==> src/core_pkg.sv <==
////////////////////////////////////////////////////////////
// shared types and constants for the bridge control logic
// bridge and memory widths, setting addresses, timing,
// packed settings and loader structs, loader FSM states
////////////////////////////////////////////////////////////

package core_pkg;

  // bus widths
  typedef logic [31:0] bridge_addr_t;
  typedef logic [31:0] bridge_data_t;
  typedef logic [23:0] mem_addr_t;
  typedef logic [15:0] mem_half_t;
  typedef logic [1:0]  boost_t;

  ////////////////////////////////////////////////////////////
  // bridge register map
  ////////////////////////////////////////////////////////////

  localparam bridge_addr_t ADDR_RESET         = 32'h0000_0050;
  localparam bridge_addr_t ADDR_TURBO_TAP     = 32'h0000_0100;
  localparam bridge_addr_t ADDR_BUTTON6       = 32'h0000_0104;
  localparam bridge_addr_t ADDR_BTN1_SPEED    = 32'h0000_0108;
  localparam bridge_addr_t ADDR_BTN2_SPEED    = 32'h0000_010C;
  localparam bridge_addr_t ADDR_OVERSCAN      = 32'h0000_0200;
  localparam bridge_addr_t ADDR_EXTRA_SPRITES = 32'h0000_0204;
  localparam bridge_addr_t ADDR_RAW_RGB       = 32'h0000_0208;
  localparam bridge_addr_t ADDR_MASTER_BOOST  = 32'h0000_0300;
  localparam bridge_addr_t ADDR_ADPCM_BOOST   = 32'h0000_0304;
  localparam bridge_addr_t ADDR_CD_BOOST      = 32'h0000_0308;

  // upper address nibble of the cart download window
  localparam logic [3:0] LOAD_REGION = 4'h1;

  ////////////////////////////////////////////////////////////
  // timing and sizes
  ////////////////////////////////////////////////////////////

  localparam int RESET_HOLD_CYCLES = 256;
  localparam int WRITE_SLOT_CYCLES = 16;
  localparam int WRITE_EN_CYCLES   = 8;
  localparam int LOAD_FIFO_DEPTH   = 8;

  localparam int FIFO_IDX_W = $clog2(LOAD_FIFO_DEPTH);

  // counter widths
  typedef logic [$clog2(RESET_HOLD_CYCLES + 1)-1:0] hold_cnt_t;
  typedef logic [$clog2(WRITE_SLOT_CYCLES)-1:0]     slot_cnt_t;
  // one extra wrap bit on top of the index
  typedef logic [FIFO_IDX_W:0]                      fifo_ptr_t;

  localparam slot_cnt_t SLOT_LAST   = slot_cnt_t'(WRITE_SLOT_CYCLES - 1);
  localparam slot_cnt_t SLOT_EN_END = slot_cnt_t'(WRITE_EN_CYCLES);

  ////////////////////////////////////////////////////////////
  // structs
  ////////////////////////////////////////////////////////////

  typedef struct packed {
    logic   turbo_tap_enable;
    logic   button6_enable;
    boost_t button1_turbo_speed;
    boost_t button2_turbo_speed;
    logic   overscan_enable;
    logic   extra_sprites_enable;
    logic   raw_rgb_enable;
    boost_t master_audio_boost;
    logic   adpcm_audio_boost;
    logic   cd_audio_boost;
  } core_settings_t;

  typedef struct packed {
    mem_addr_t    addr;
    bridge_data_t data;
  } load_word_t;

  typedef struct packed {
    logic      en;
    mem_addr_t addr;
    mem_half_t data;
  } mem_write_t;

  typedef enum logic [1:0] {
    LOAD_IDLE,
    LOAD_HI,
    LOAD_LO
  } loader_state_t;

endpackage

==> src/bridge_decode.sv <==
////////////////////////////////////////////////////////////
// bridge write decoder
// settings register block, reset request, download pushes
////////////////////////////////////////////////////////////

`timescale 1ns/1ns

module bridge_decode (
  input  logic                     clk_74a,
  input  logic                     arst_n,
  input  core_pkg::bridge_addr_t   bridge_addr,
  input  logic                     bridge_wr,
  input  core_pkg::bridge_data_t   bridge_wr_data,
  output core_pkg::core_settings_t settings,
  output logic                     reset_hold_start,
  output logic                     load_push,
  output core_pkg::load_word_t     load_word
);

  logic in_load_region;

  assign in_load_region = (bridge_addr[31:28] == core_pkg::LOAD_REGION);

  // combinational so the hold timer can raise core_reset one cycle later
  assign reset_hold_start = bridge_wr && (bridge_addr == core_pkg::ADDR_RESET);

  ////////////////////////////////////////////////////////////
  // settings block
  ////////////////////////////////////////////////////////////

  // full address match and only the field's low bits taken
  always_ff @(posedge clk_74a or negedge arst_n) begin
    if (!arst_n) begin
      settings <= '0;
    end else if (bridge_wr) begin
      case (bridge_addr)
        core_pkg::ADDR_TURBO_TAP:
          settings.turbo_tap_enable <= bridge_wr_data[0];
        core_pkg::ADDR_BUTTON6:
          settings.button6_enable <= bridge_wr_data[0];
        core_pkg::ADDR_BTN1_SPEED:
          settings.button1_turbo_speed <= bridge_wr_data[1:0];
        core_pkg::ADDR_BTN2_SPEED:
          settings.button2_turbo_speed <= bridge_wr_data[1:0];
        core_pkg::ADDR_OVERSCAN:
          settings.overscan_enable <= bridge_wr_data[0];
        core_pkg::ADDR_EXTRA_SPRITES:
          settings.extra_sprites_enable <= bridge_wr_data[0];
        core_pkg::ADDR_RAW_RGB:
          settings.raw_rgb_enable <= bridge_wr_data[0];
        core_pkg::ADDR_MASTER_BOOST:
          settings.master_audio_boost <= bridge_wr_data[1:0];
        core_pkg::ADDR_ADPCM_BOOST:
          settings.adpcm_audio_boost <= bridge_wr_data[0];
        core_pkg::ADDR_CD_BOOST:
          settings.cd_audio_boost <= bridge_wr_data[0];
        default: begin
          // unmapped address changes nothing
        end
      endcase
    end
  end

  ////////////////////////////////////////////////////////////
  // download path
  ////////////////////////////////////////////////////////////

  always_ff @(posedge clk_74a or negedge arst_n) begin
    if (!arst_n) begin
      load_push <= 1'b0;
    end else begin
      load_push <= bridge_wr && in_load_region;
    end
  end

  // big-endian word kept as is and split later
  always_ff @(posedge clk_74a) begin
    if (bridge_wr && in_load_region) begin
      load_word.addr <= bridge_addr[23:0];
      load_word.data <= bridge_wr_data;
    end
  end

endmodule

==> src/core_top.sv <==
////////////////////////////////////////////////////////////
// bridge control top level
// decode, reset hold, download FIFO, loader and pacing
////////////////////////////////////////////////////////////

`timescale 1ns/1ns

module core_top (
  input  logic                     clk_74a,
  input  logic                     arst_n,
  input  core_pkg::bridge_addr_t   bridge_addr,
  input  logic                     bridge_wr,
  input  core_pkg::bridge_data_t   bridge_wr_data,
  output core_pkg::core_settings_t settings,
  output logic                     core_reset,
  output core_pkg::mem_write_t     load_write,
  output logic                     load_overflow
);

  logic                 reset_hold_start;
  logic                 load_push;
  core_pkg::load_word_t load_word;
  logic                 fifo_empty;
  core_pkg::load_word_t fifo_word;
  logic                 fifo_pop;
  logic                 slot_start;
  logic                 slot_en;
  logic                 slot_done;

  bridge_decode i_bridge_decode (
    .clk_74a          (clk_74a),
    .arst_n           (arst_n),
    .bridge_addr      (bridge_addr),
    .bridge_wr        (bridge_wr),
    .bridge_wr_data   (bridge_wr_data),
    .settings         (settings),
    .reset_hold_start (reset_hold_start),
    .load_push        (load_push),
    .load_word        (load_word)
  );

  reset_hold_timer i_reset_hold_timer (
    .clk_74a          (clk_74a),
    .arst_n           (arst_n),
    .reset_hold_start (reset_hold_start),
    .core_reset       (core_reset)
  );

  ////////////////////////////////////////////////////////////
  // cart download path
  ////////////////////////////////////////////////////////////

  load_word_fifo i_load_word_fifo (
    .clk_74a       (clk_74a),
    .arst_n        (arst_n),
    .load_push     (load_push),
    .load_word     (load_word),
    .fifo_pop      (fifo_pop),
    .fifo_empty    (fifo_empty),
    .fifo_word     (fifo_word),
    .load_overflow (load_overflow)
  );

  loader_sequencer i_loader_sequencer (
    .clk_74a    (clk_74a),
    .arst_n     (arst_n),
    .fifo_empty (fifo_empty),
    .fifo_word  (fifo_word),
    .fifo_pop   (fifo_pop),
    .slot_start (slot_start),
    .slot_en    (slot_en),
    .slot_done  (slot_done),
    .load_write (load_write)
  );

  pace_timer i_pace_timer (
    .clk_74a    (clk_74a),
    .arst_n     (arst_n),
    .slot_start (slot_start),
    .slot_en    (slot_en),
    .slot_done  (slot_done)
  );

endmodule

==> src/load_word_fifo.sv <==
////////////////////////////////////////////////////////////
// first-word-fall-through FIFO of download words
// sticky overflow flag on a push while full
////////////////////////////////////////////////////////////

`timescale 1ns/1ns

module load_word_fifo (
  input  logic                 clk_74a,
  input  logic                 arst_n,
  input  logic                 load_push,
  input  core_pkg::load_word_t load_word,
  input  logic                 fifo_pop,
  output logic                 fifo_empty,
  output core_pkg::load_word_t fifo_word,
  output logic                 load_overflow
);

  core_pkg::load_word_t mem [core_pkg::LOAD_FIFO_DEPTH];

  core_pkg::fifo_ptr_t wr_ptr;
  core_pkg::fifo_ptr_t rd_ptr;
  logic                fifo_full;
  logic                do_push;
  logic                do_pop;

  // same index with opposite wrap bits means full
  assign fifo_empty = (wr_ptr == rd_ptr);
  assign fifo_full  = (wr_ptr[core_pkg::FIFO_IDX_W-1:0] == rd_ptr[core_pkg::FIFO_IDX_W-1:0]) &&
                      (wr_ptr[core_pkg::FIFO_IDX_W] != rd_ptr[core_pkg::FIFO_IDX_W]);

  assign do_push = load_push && !fifo_full;
  assign do_pop  = fifo_pop && !fifo_empty;

  // head word always visible
  assign fifo_word = mem[rd_ptr[core_pkg::FIFO_IDX_W-1:0]];

  ////////////////////////////////////////////////////////////
  // storage
  ////////////////////////////////////////////////////////////

  always_ff @(posedge clk_74a) begin
    if (do_push) begin
      mem[wr_ptr[core_pkg::FIFO_IDX_W-1:0]] <= load_word;
    end
  end

  ////////////////////////////////////////////////////////////
  // pointers and overflow
  ////////////////////////////////////////////////////////////

  always_ff @(posedge clk_74a or negedge arst_n) begin
    if (!arst_n) begin
      wr_ptr        <= '0;
      rd_ptr        <= '0;
      load_overflow <= 1'b0;
    end else begin
      if (do_push) begin
        wr_ptr <= wr_ptr + core_pkg::fifo_ptr_t'(1);
      end
      if (do_pop) begin
        rd_ptr <= rd_ptr + core_pkg::fifo_ptr_t'(1);
      end
      // dropped word stays flagged until reset
      if (load_push && fifo_full) begin
        load_overflow <= 1'b1;
      end
    end
  end

endmodule

==> src/loader_sequencer.sv <==
////////////////////////////////////////////////////////////
// download loader FSM
// pops a word, writes high then low halfword in paced slots
////////////////////////////////////////////////////////////

`timescale 1ns/1ns

module loader_sequencer (
  input  logic                 clk_74a,
  input  logic                 arst_n,
  input  logic                 fifo_empty,
  input  core_pkg::load_word_t fifo_word,
  output logic                 fifo_pop,
  output logic                 slot_start,
  input  logic                 slot_en,
  input  logic                 slot_done,
  output core_pkg::mem_write_t load_write
);

  core_pkg::loader_state_t state_q;
  core_pkg::loader_state_t state_d;
  core_pkg::load_word_t    word_q;

  ////////////////////////////////////////////////////////////
  // next state
  ////////////////////////////////////////////////////////////

  always_comb begin
    state_d    = state_q;
    fifo_pop   = 1'b0;
    slot_start = 1'b0;
    case (state_q)
      core_pkg::LOAD_IDLE: begin
        if (!fifo_empty) begin
          fifo_pop   = 1'b1;
          slot_start = 1'b1;
          state_d    = core_pkg::LOAD_HI;
        end
      end
      core_pkg::LOAD_HI: begin
        if (slot_done) begin
          slot_start = 1'b1;
          state_d    = core_pkg::LOAD_LO;
        end
      end
      core_pkg::LOAD_LO: begin
        // go straight to the next word when one is queued
        if (slot_done) begin
          if (!fifo_empty) begin
            fifo_pop   = 1'b1;
            slot_start = 1'b1;
            state_d    = core_pkg::LOAD_HI;
          end else begin
            state_d = core_pkg::LOAD_IDLE;
          end
        end
      end
      default: begin
        state_d = core_pkg::LOAD_IDLE;
      end
    endcase
  end

  always_ff @(posedge clk_74a or negedge arst_n) begin
    if (!arst_n) begin
      state_q <= core_pkg::LOAD_IDLE;
    end else begin
      state_q <= state_d;
    end
  end

  // current word held for both slots
  always_ff @(posedge clk_74a) begin
    if (fifo_pop) begin
      word_q <= fifo_word;
    end
  end

  ////////////////////////////////////////////////////////////
  // memory write
  ////////////////////////////////////////////////////////////

  // big-endian order puts the high halfword at addr and the low one at addr + 2
  always_comb begin
    load_write.en = slot_en && (state_q != core_pkg::LOAD_IDLE);
    if (state_q == core_pkg::LOAD_LO) begin
      load_write.addr = word_q.addr + core_pkg::mem_addr_t'(2);
      load_write.data = word_q.data[15:0];
    end else begin
      load_write.addr = word_q.addr;
      load_write.data = word_q.data[31:16];
    end
  end

endmodule

==> src/pace_timer.sv <==
////////////////////////////////////////////////////////////
// halfword write slot timer
// enable window at slot start, done pulse on the last cycle
////////////////////////////////////////////////////////////

`timescale 1ns/1ns

module pace_timer (
  input  logic clk_74a,
  input  logic arst_n,
  input  logic slot_start,
  output logic slot_en,
  output logic slot_done
);

  core_pkg::slot_cnt_t cnt;
  logic                active;

  assign slot_en   = active && (cnt < core_pkg::SLOT_EN_END);
  assign slot_done = active && (cnt == core_pkg::SLOT_LAST);

  // a start in the done cycle chains the next slot without a gap
  always_ff @(posedge clk_74a or negedge arst_n) begin
    if (!arst_n) begin
      cnt    <= '0;
      active <= 1'b0;
    end else if (slot_start) begin
      cnt    <= '0;
      active <= 1'b1;
    end else if (active) begin
      if (cnt == core_pkg::SLOT_LAST) begin
        active <= 1'b0;
        cnt    <= '0;
      end else begin
        cnt <= cnt + core_pkg::slot_cnt_t'(1);
      end
    end
  end

endmodule

==> src/reset_hold_timer.sv <==
////////////////////////////////////////////////////////////
// core reset hold counter
////////////////////////////////////////////////////////////

`timescale 1ns/1ns

module reset_hold_timer (
  input  logic clk_74a,
  input  logic arst_n,
  input  logic reset_hold_start,
  output logic core_reset
);

  core_pkg::hold_cnt_t count;

  // a new request reloads the count, so a second write extends the hold
  always_ff @(posedge clk_74a or negedge arst_n) begin
    if (!arst_n) begin
      count      <= '0;
      core_reset <= 1'b0;
    end else if (reset_hold_start) begin
      count      <= core_pkg::hold_cnt_t'(core_pkg::RESET_HOLD_CYCLES);
      core_reset <= 1'b1;
    end else if (count != '0) begin
      count      <= count - core_pkg::hold_cnt_t'(1);
      // drops together with the last count
      core_reset <= (count > core_pkg::hold_cnt_t'(1));
    end else begin
      core_reset <= 1'b0;
    end
  end

endmodule

==> config.mk <==
export PLATFORM = sky130hd
export DESIGN_NAME = core_top
export DESIGN_NICKNAME = d
export VERILOG_FILES = /design/src/core_pkg.sv /design/src/bridge_decode.sv /design/src/core_top.sv /design/src/load_word_fifo.sv /design/src/loader_sequencer.sv /design/src/pace_timer.sv /design/src/reset_hold_timer.sv
export SDC_FILE = /design/constraint.sdc
export NUM_CORES = 1
export LEC_CHECK = 0
export CORE_ASPECT_RATIO = 1.2
export CORE_UTILIZATION = 63
export DETAILED_ROUTE_END_ITERATION = 16
export DONT_BUFFER_PORTS = 1
export PLACE_DENSITY = 0.9
export SKIP_CTS_REPAIR_TIMING = 1
export SYNTH_ARGS = -nofsm -noshare
export SYNTH_HDL_FRONTEND = slang
export SYNTH_SLANG_ARGS = --single-unit
==> constraint.sdc <==
create_clock -name clk_74a -period 7.77 [get_ports clk_74a]
set_input_delay 1.554 -clock clk_74a [delete_from_list [all_inputs] [get_ports clk_74a]]
set_output_delay 1.554 -clock clk_74a [all_outputs]
set_load 0.01 [all_outputs]
## Word level (Yosys, flattened, before mapping)

Memory sizes are Yosys's and may differ from the RTL's. A register that Yosys moved wholly into a read port is not among the register bits.
Index checks and enable logic that the tools add are counted.

- Bits in registers: 96
- Memory bits (writable): 448
- Bits of input ports: 67
- Output and inout bits: 56
- Word-level logic and storage cells: 100
- Memories: 1

Memories:

| name | depth | width | read ports | clocked after Yosys merged registers in | write ports | RTL line | text |
|---|---|---|---|---|---|---|---|
| i_load_word_fifo.mem | 8 | 56 | 1 | 1 | 1 | load_word_fifo.sv:19 | `core_pkg::load_word_t mem [core_pkg::LOAD_FIFO_DEPTH];` |

- Add/subtract/negate cells: 5
- Order comparisons: 2
- Eq/ne operators: 21
- Mux-type cells: 23
- Reduce and logical (&&, ||, !) cells: 27

Operators by type and width:

| kind | number |
|---|---|
| == test 32 x 10 -> 1 bit (second input constant) | 6 |
| == test 32 x 9 -> 1 bit (second input constant) | 4 |
| 2-to-1 mux 40 bit | 1 |
| == test 32 x 7 -> 1 bit (second input constant) | 1 |
| adder 24 x 2 -> 24 bit (second input constant) | 1 |
| AND reduction 2 bit | 10 |
| 2-to-1 mux 9 bit | 2 |
| adder 4 x 1 -> 4 bit (second input constant) | 3 |
| 2-to-1 mux 4 bit | 3 |
| 2-to-1 mux 1 bit | 11 |
| greater-than comparator 9 x 1 -> 1 bit (second input constant) | 1 |
| logical AND 1 bit | 9 |
| nonzero test 9 bit | 1 |
| subtractor 9 x 1 -> 9 bit (second input constant) | 1 |
| 2-to-1 mux 2 bit | 3 |
| one-hot mux 2 bit (3 select lines) | 1 |
| nonzero test 2 bit | 3 |
| == test 4 x 1 -> 1 bit (second input constant) | 1 |
| == test 4 bit | 1 |
| == test 4 bit (second input constant) | 1 |
| < comparator 4 bit (second input constant) | 1 |
| != test 2 x 1 -> 1 bit (second input constant) | 2 |
| == test 3 bit | 1 |
| one-hot mux 1 bit (3 select lines) | 1 |
| 8 further kinds | 9 |

## Depth between registers and ports, before layout

Gate-level depths: netlist of run 1.

- Depth in word-level cells: 6
- Mapped depth: 6
- Gate-level depth less buffers: 6

## By module

Synthesis of run 1 repeated with hierarchy kept, for this count alone.

- Cell total of the unflattened synthesis: 1,067
- Area, all modules: 23,415.0 µm²

Modules (own cells, without submodules):

| module | times used | cells each | area an instance (µm²) |
|---|---|---|---|
| load_word_fifo | 1 | 709 | 17,608.1 |
| bridge_decode | 1 | 120 | 2,489.9 |
| loader_sequencer | 1 | 153 | 2,487.4 |
| reset_hold_timer | 1 | 60 | 584.3 |
| pace_timer | 1 | 25 | 245.2 |

## Least setup slack after synthesis of run 1

OpenSTA, ideal clock, no wires.

- Path type: reg-to-reg
- Start: register i_load_word_fifo.wr_ptr[0]
- End: memory i_load_word_fifo.mem[0][0] in the netlist's numbering, enable pin
- Library setup time: 0.539 ns
- Data arrival time: 5.141 ns
- Required time: 7.231 ns
- Setup slack: 2.090 ns
- Cell stages (with the launch flop): 6
- Path buffers: 1
- Clock period less this slack: 5.680 ns
- Cell sequence: dfrtp_1 clkbuf_1 xnor2_1 a41oi_1 nand2b_1 nor3_1

- Longest elaborated chain between the ends: 6

RTL lines:

| item | RTL line | text |
|---|---|---|
| from (decl) | load_word_fifo.sv:21 | `core_pkg::fifo_ptr_t wr_ptr;` |
| from (signal assigned) | load_word_fifo.sv:59 | `wr_ptr <= wr_ptr + core_pkg::fifo_ptr_t'(1);` |
| == test 3 bit | load_word_fifo.sv:29 | `assign fifo_full = (wr_ptr[core_pkg::FIFO_IDX_W-1:0] == rd_ptr[core_pkg::FIFO_IDX_W-1:0]) &&` |
| logical AND 1 bit | load_word_fifo.sv:29 |  |
| logical NOT 1 bit | load_word_fifo.sv:32 | `assign do_push = load_push && !fifo_full;` |
| logical AND 1 bit | load_word_fifo.sv:32 |  |
| 2-to-1 mux 1 bit | load_word_fifo.sv:43 | `if (do_push) begin` |
| 2-to-1 mux 1 bit (implied by the code) | load_word_fifo.sv:44 | `mem[wr_ptr[core_pkg::FIFO_IDX_W-1:0]] <= load_word;` |
| to (decl) | load_word_fifo.sv:19 |  |

Several ways; a longest one is shown, not always the timed one.

==> results_dict.tcl, run 1 <==
set metrics [dict create \
    firstDrtPassIters 7 \
    pre_cts_ws_ns 3.65 \
    synth.most_common_cell "edfxtp_1" \
    hold_slack_ns 0.538 \
    rrSetupSlack_ns 3.45 \
    grt_pass1_vias 11600 \
    synth_common_cells "edfxtp_1, mux4_2, nand2_1, mux2_2, dfrtp_1" \
    syn_inst 1082 \
    place_hpwl_mm 26.5 \
    stdcell_area_um2 25300 \
    start_kind "register" \
    synth.area.top_cells "edfxtp_1, mux4_2, dfrtp_1" \
    ant_nets 0 \
    worst_ir_drop_vdd_uv 194 \
    slew_headroom 0.159 \
    path_clk_slew_ns 0.07 \
    path_buf_inv 0 \
    fill_cells 1929 \
    cap_violations 0 \
    initial_core_util 0.639 \
    worstSetupPathType "register to output port" \
    fin_util 0.709 \
    outcome "finished clean" \
    syn_area_um2 22800 \
    die_h_um 211 \
    dr.first_iter.drc_count 1584 \
    rsz0062_at_grt "no" \
    setup_viol 0 \
    path_max_fanout 20 \
    worstSetupEndpointType "output port" \
    power_frac_seq 0.470 \
    synth.net_count 1155 \
    required_ns 6.22 \
    hold_class "register to register" \
    cts.sinks 600 \
    intPower_mw 6.24 \
    routedWlPerCell_um 31.4 \
    crit_chain "nor2b_2, nand4_1, xnor2_1" \
    seq_area_um2 17800 \
    clock_path_buffers 3 \
    switching_share 0.264 \
    gp_congestion 0.832 \
    powerDensity_nw_per_um2 335 \
    crit_family "simple AND/OR/NAND/NOR gates" \
    synth_top_area_cell "edfxtp_1" \
    slew_viol_final 0 \
    yosysWarnings 0 \
    core_um2 35800 \
    route.detailed.drc 0 \
    nets 1186 \
    grt_max_degree 63 \
    combPwrFrac 0.194 \
    dieArea_um2 37000 \
    synth_cell_types 43 \
    finalWorstSetupSlack_ns 3.40 \
    area_growth_pct 11.0 \
    vias 11100 \
    ys_ff_latch 600 \
    switchingPower_mw 2.24 \
    async_flop_share 0.0667 \
    routed_wl_mm 51.1 \
    antenna_found_initial 3 \
    p_clk_frac 0.336 \
    critPathSlowestCell "nor2b_2" \
    chipWidth_um 176 \
    synth_seq_area_share 0.780 \
    io_pins 123 \
    synth_top_area_frac 0.737 \
    drive_above_1_share 0.265 \
    rows 76 \
    leakagePower_nw 8.14 \
    viasPerCell 6.82 \
    dpl-instance-area_um2 23400 \
    multi_input_area_um2 4840 \
    grt_overflow 0 \
    finClkSkew_ns 0.0168 \
    period_needed_ns 4.37 \
    grt_usage 0.284 \
    io_buffer_count 0 \
    root_buffer "clkbuf_16" \
    clk-insertion-delay-late_ns 0.58 \
    cts_tree "built" \
    grt_pass1_wl_mm 75.1 \
    cpPeakStageDelay_ns 1.03 \
    tightest_slew_ns 1.26 \
    htreeDepth 2 \
    synth_ff_type "edfxtp_1" \
    min_period_over_period 0.562 \
    synth_edf_count 560 \
    cts_buffers 54 \
    synth.avg_cell_area_um2 21.1 \
    setup_tns_ns 0 \
    hold_viol_final 0 \
    worstPathArrival_ns 2.82 \
    fmaxAchievable_mhz 229 \
]
sequential cells by signal, summed over array words and instances (netlist names), 2 cells and up:
signal                      count
i_load_word_fifo.mem          448
i_bridge_decode.load_word      56
i_load_word_fifo.rd_ptr         4
i_loader_sequencer.word_q      56
i_load_word_fifo.wr_ptr         4
i_loader_sequencer.state_q      2
i_bridge_decode.settings       13
i_pace_timer.cnt                4
i_reset_hold_timer.count        9
routing by layer:
layer | up-vias | part of all wire | routed length, um | track usage
met5 | - | 0 | 0 | 0
met4 | 0 | 0.048 | 2440 | 0.136
met3 | 163 | 0.090 | 4600 | 0.0473
met2 | 823 | 0.51 | 25900 | 0.464
met1 | 5667 | 0.35 | 18100 | 0.379
li1 | 4458 | - | - | -
path summary, 6_finish.rpt:
kind,from,to,cells past startpoint
setup / recovery,i_loader_sequencer.state_q[1],load_write[20],3
hold / removal,i_load_word_fifo.rd_ptr[3],i_load_word_fifo.rd_ptr[3],1
min in group asynchronous,arst_n,i_bridge_decode.settings[9],0
setup reg to reg,i_load_word_fifo.rd_ptr[1],i_load_word_fifo.mem[1][43],5
max in group asynchronous,arst_n,i_load_word_fifo.rd_ptr[0],0
hold reg to reg,i_load_word_fifo.rd_ptr[3],i_load_word_fifo.rd_ptr[3],1
layout by cell type (no fill, tap or decap), types with 3 or more instances in the layout:
cell,instances
diode_2,3
edfxtp_1,560
clkinvlp_4,4
clkinv_1,9
nor4_1,16
ha_1,6
buf_4,18
nand2_1,75
xnor2_1,27
clkbuf_16,57
clkinv_2,12
clkbuf_1,7
nor2b_1,5
mux4_2,112
xor2_1,7
bufinv_16,9
nor2_1,14
nand3_1,12
and3_1,3
dfrtp_1,37
a21oi_1,6
nor2_4,5
o21ai_0,3
mux2_2,70
nor3_1,6
inv_1,8
nand2b_1,11
clkbuf_8,3
nand4_1,16
layout make-up:
type / count / share of cell area
tap: 468 / 0.0231
clock inverter: 35 / 0.0161
timing repair buffer: 18 / 0.00533
sequential: 600 / 0.703
multi-input combinational: 429 / 0.191
antenna: 3 / 0.000296
clock buffer: 67 / 0.0590
inverter: 10 / 0.00153
worst reg2reg max path, cell delays in order (launching register included):
cell and delay [ns]:
dfrtp_4 0.96, xnor2_1 0.28, a41oi_1 0.67, nand2b_1 0.40, nor2_4 1.02, buf_4 0.60
power by group through the flow:
stage / combinational, mW / sequential [mW] / clock, mW
6_report: 1.64 / 3.99 / 2.85
5_1_grt: 1.73 / 4.00 / 2.98
4_1_cts: 1.65 / 3.98 / 2.87
3_5_place_dp: 1.59 / 4.03 / 0
3_3_place_gp: 1.53 / 4.02 / 0
2_1_floorplan: 1.33 / 3.89 / 0
logic make-up (layout without fill, tap and decap cells):
logic type / count (synthesis) / after routing / synth area share
flops: 600 / 600 / 0.780
fa+ha+maj: 6 / 6 / 0.00329
other cells: 0 / 3 / 0
mux: 186 / 186 / 0.147
buf+inv: 53 / 130 / 0.00970
simple gates: 185 / 185 / 0.0414
xor+xnor: 34 / 34 / 0.0130
compound gates: 18 / 18 / 0.00504
stage by stage:
step                std cells  power [mW]
finish                   1630        8.48
global route             1630        8.71
CTS                      1627        8.51
detailed placement       1525        5.62
global placement         1525        5.55
floorplan                1082        5.23
Note: power is estimated with default switching activity, not from simulation.
==> run 2, diff against run 1 <==
- ABC_AREA: default -> 1
- clock period: 7.77 -> 4.2 ns (I/O delays scaled with it)
==> results_dict.tcl, run 2 <==
set metrics [dict create \
    period_needed_ns 3.86 \
    critPathSlowestCell "nor2_4" \
    worstSetupPathType "register to output port" \
    cap_violations 0 \
    syn_area_um2 23900 \
    crit_chain "nor2_4, inv_1, nor2_1, nand3_1, xor2_1, inv_1" \
    powerDensity_nw_per_um2 615 \
    firstDrtPassIters 6 \
    synth_top_area_frac 0.702 \
    path_clk_slew_ns 0.07 \
    cts_tree "built" \
    async_flop_share 0.0667 \
    final_common_cell "edfxtp_1" \
    clk-insertion-delay-late_ns 0.59 \
    viasPerCell 6.59 \
    path_max_fanout 25 \
    leakagePower_nw 9.19 \
    syn_inst 1914 \
    multi_input_area_um2 5450 \
    io_pins 123 \
    dr.first_iter.drc_count 2612 \
    grt_usage 0.299 \
    routedWlPerCell_um 24.0 \
    root_buffer "clkbuf_16" \
    gp_congestion 0.910 \
    grt_pass1_wl_mm 87.9 \
    synth_cell_types 42 \
    slew_headroom 0.288 \
    vias 15900 \
    largest_reg_flops 448 \
    hold_class "primary input to asynchronous set/reset pin" \
    dieArea_um2 38800 \
    setup_viol 0 \
    io_buffer_count 0 \
    worstPathArrival_ns 3.02 \
    place_hpwl_mm 29.8 \
    most-common-layout-cells "edfxtp_1, nand2_1, nor2_1" \
    rows 77 \
    grt_overflow 0 \
    setup_tns_ns 0 \
    total_power_mw 16.1 \
    outcome "finished clean" \
    synth.most_common_cell "edfxtp_1" \
    synth_top_area_cell "edfxtp_1" \
    required_ns 3.36 \
    grt_max_degree 226 \
    grt_pass1_vias 16300 \
    fmaxAchievable_mhz 259 \
    synth_seq_area_share 0.744 \
    start_kind "register" \
    drive_above_1_share 0.0762 \
    synth.avg_cell_area_um2 12.5 \
    worst_ir_drop_vdd_uv 567 \
    synth_edf_count 560 \
    hold_slack_ns 0.0936 \
    min_period_over_period 0.918 \
    core_um2 37200 \
    ant_nets 0 \
    synth_common_cells "edfxtp_1, nand2_1, nor2_1, o21ai_0, o22ai_1" \
    crit_top_cell "inv_1" \
    slew_viol_final 0 \
    synth.net_count 1987 \
    cpPeakStageDelay_ns 0.64 \
    synth_ff_type "edfxtp_1" \
    rsz0062_at_grt "no" \
    worstSetupEndpointType "output port" \
    fill_cells 2088 \
    ys_ff_latch 600 \
    die_h_um 216 \
    routed_wl_mm 58.0 \
    tightest_slew_ns 1.07 \
    seq_area_um2 17800 \
    htreeDepth 2 \
    hold_viol_final 0 \
    initial_core_util 0.644 \
    synth.area.top_cells "edfxtp_1, nand2_1, nor2_1" \
    finClkSkew_ns 0.0212 \
    yosysWarnings 0 \
    route.detailed.drc 0 \
    antenna_found_initial 4 \
    chipWidth_um 180 \
    clock_path_buffers 3 \
    cts.sinks 600 \
    nets 1967 \
    cts_buffers 55 \
    area_growth_pct 9.55 \
]
==> run 2: logic make-up (layout without fill, tap and decap cells) <==
kind of cell	Yosys count	count (layout)	share of synthesized area
simple gates	767	767	0.133
flops	600	600	0.744
compound gates	351	351	0.0798
buf+inv	167	194	0.0314
xor+xnor	22	22	0.00836
fa+ha+maj	6	6	0.00313
mux	1	1	0.000418
other cells	0	3	0
==> run 2: final timing paths <==
path | startpoint | end | slack [ns] | cells past startpoint
max in group asynchronous | arst_n | i_load_word_fifo.rd_ptr[0] | 3.88 | 1
setup / recovery | i_loader_sequencer.state_q[0] | load_write[22] | 0.34 | 6
hold reg to reg | i_reset_hold_timer.count[1] | i_reset_hold_timer.count[1] | 0.52 | 2
setup reg to reg | i_load_word_fifo.rd_ptr[1] | i_load_word_fifo.mem[5][54] | 1.20 | 9
min in group clk_74a | bridge_wr_data[31] | i_bridge_decode.load_word[31] | 0.34 | 0
hold / removal | arst_n | i_loader_sequencer.state_q[1] | 0.09 | 1
==> run 2: worst max-delay path, delay by kind of cell, from the launching register on <==
| kind | cells | cell delay (ns) |
|---|---|---|
| xor+xnor | 1 | 0.15 |
| buf+inv | 2 | 0.70 |
| flops | 1 | 0.47 |
| simple gates | 3 | 1.08 |
==> run 2: cell type report <==
class	count	share of cell area
clock inverter	38	0.0126
antenna	3	0.000286
timing repair buffer	20	0.0113
inverter	70	0.0101
tap	474	0.0226
clock buffer	66	0.0560
sequential	600	0.679
multi-input combinational	1147	0.208
==> run 2: per-stage QoR <==
| step | util | cell area, um^2 | instances | setup slack (ns) |
|---|---|---|---|---|
| 2_1_floorplan | - | 24000 | 1914 | 0.328 |
| 3_3_place_gp | 0.656 | 24400 | 2310 | 1.03 |
| 3_5_place_dp | 0.656 | 24400 | 2310 | 0.979 |
| 4_1_cts | 0.705 | 26200 | 2414 | 0.355 |
| 5_1_grt | 0.705 | 26200 | 2418 | 0.170 |
| 6_report | 0.705 | 26200 | 2418 | 0.345 |
==> run 2: per-layer routing <==
metal / GRT usage / part of all wire / wire (um)
met3: 0.0626 / 0.13 / 7510
met2: 0.499 / 0.49 / 28400
met5: 0 / 0.00029 / 17
met1: 0.372 / 0.34 / 19600
met4: 0.157 / 0.044 / 2550
==> run 2: where the power goes <==
part	switching [mW]	leakage [nW]	internal [mW]
combinational	2.85	2.75	1.05
sequential	0.327	5.55	6.94
clock	2.18	0.893	2.81
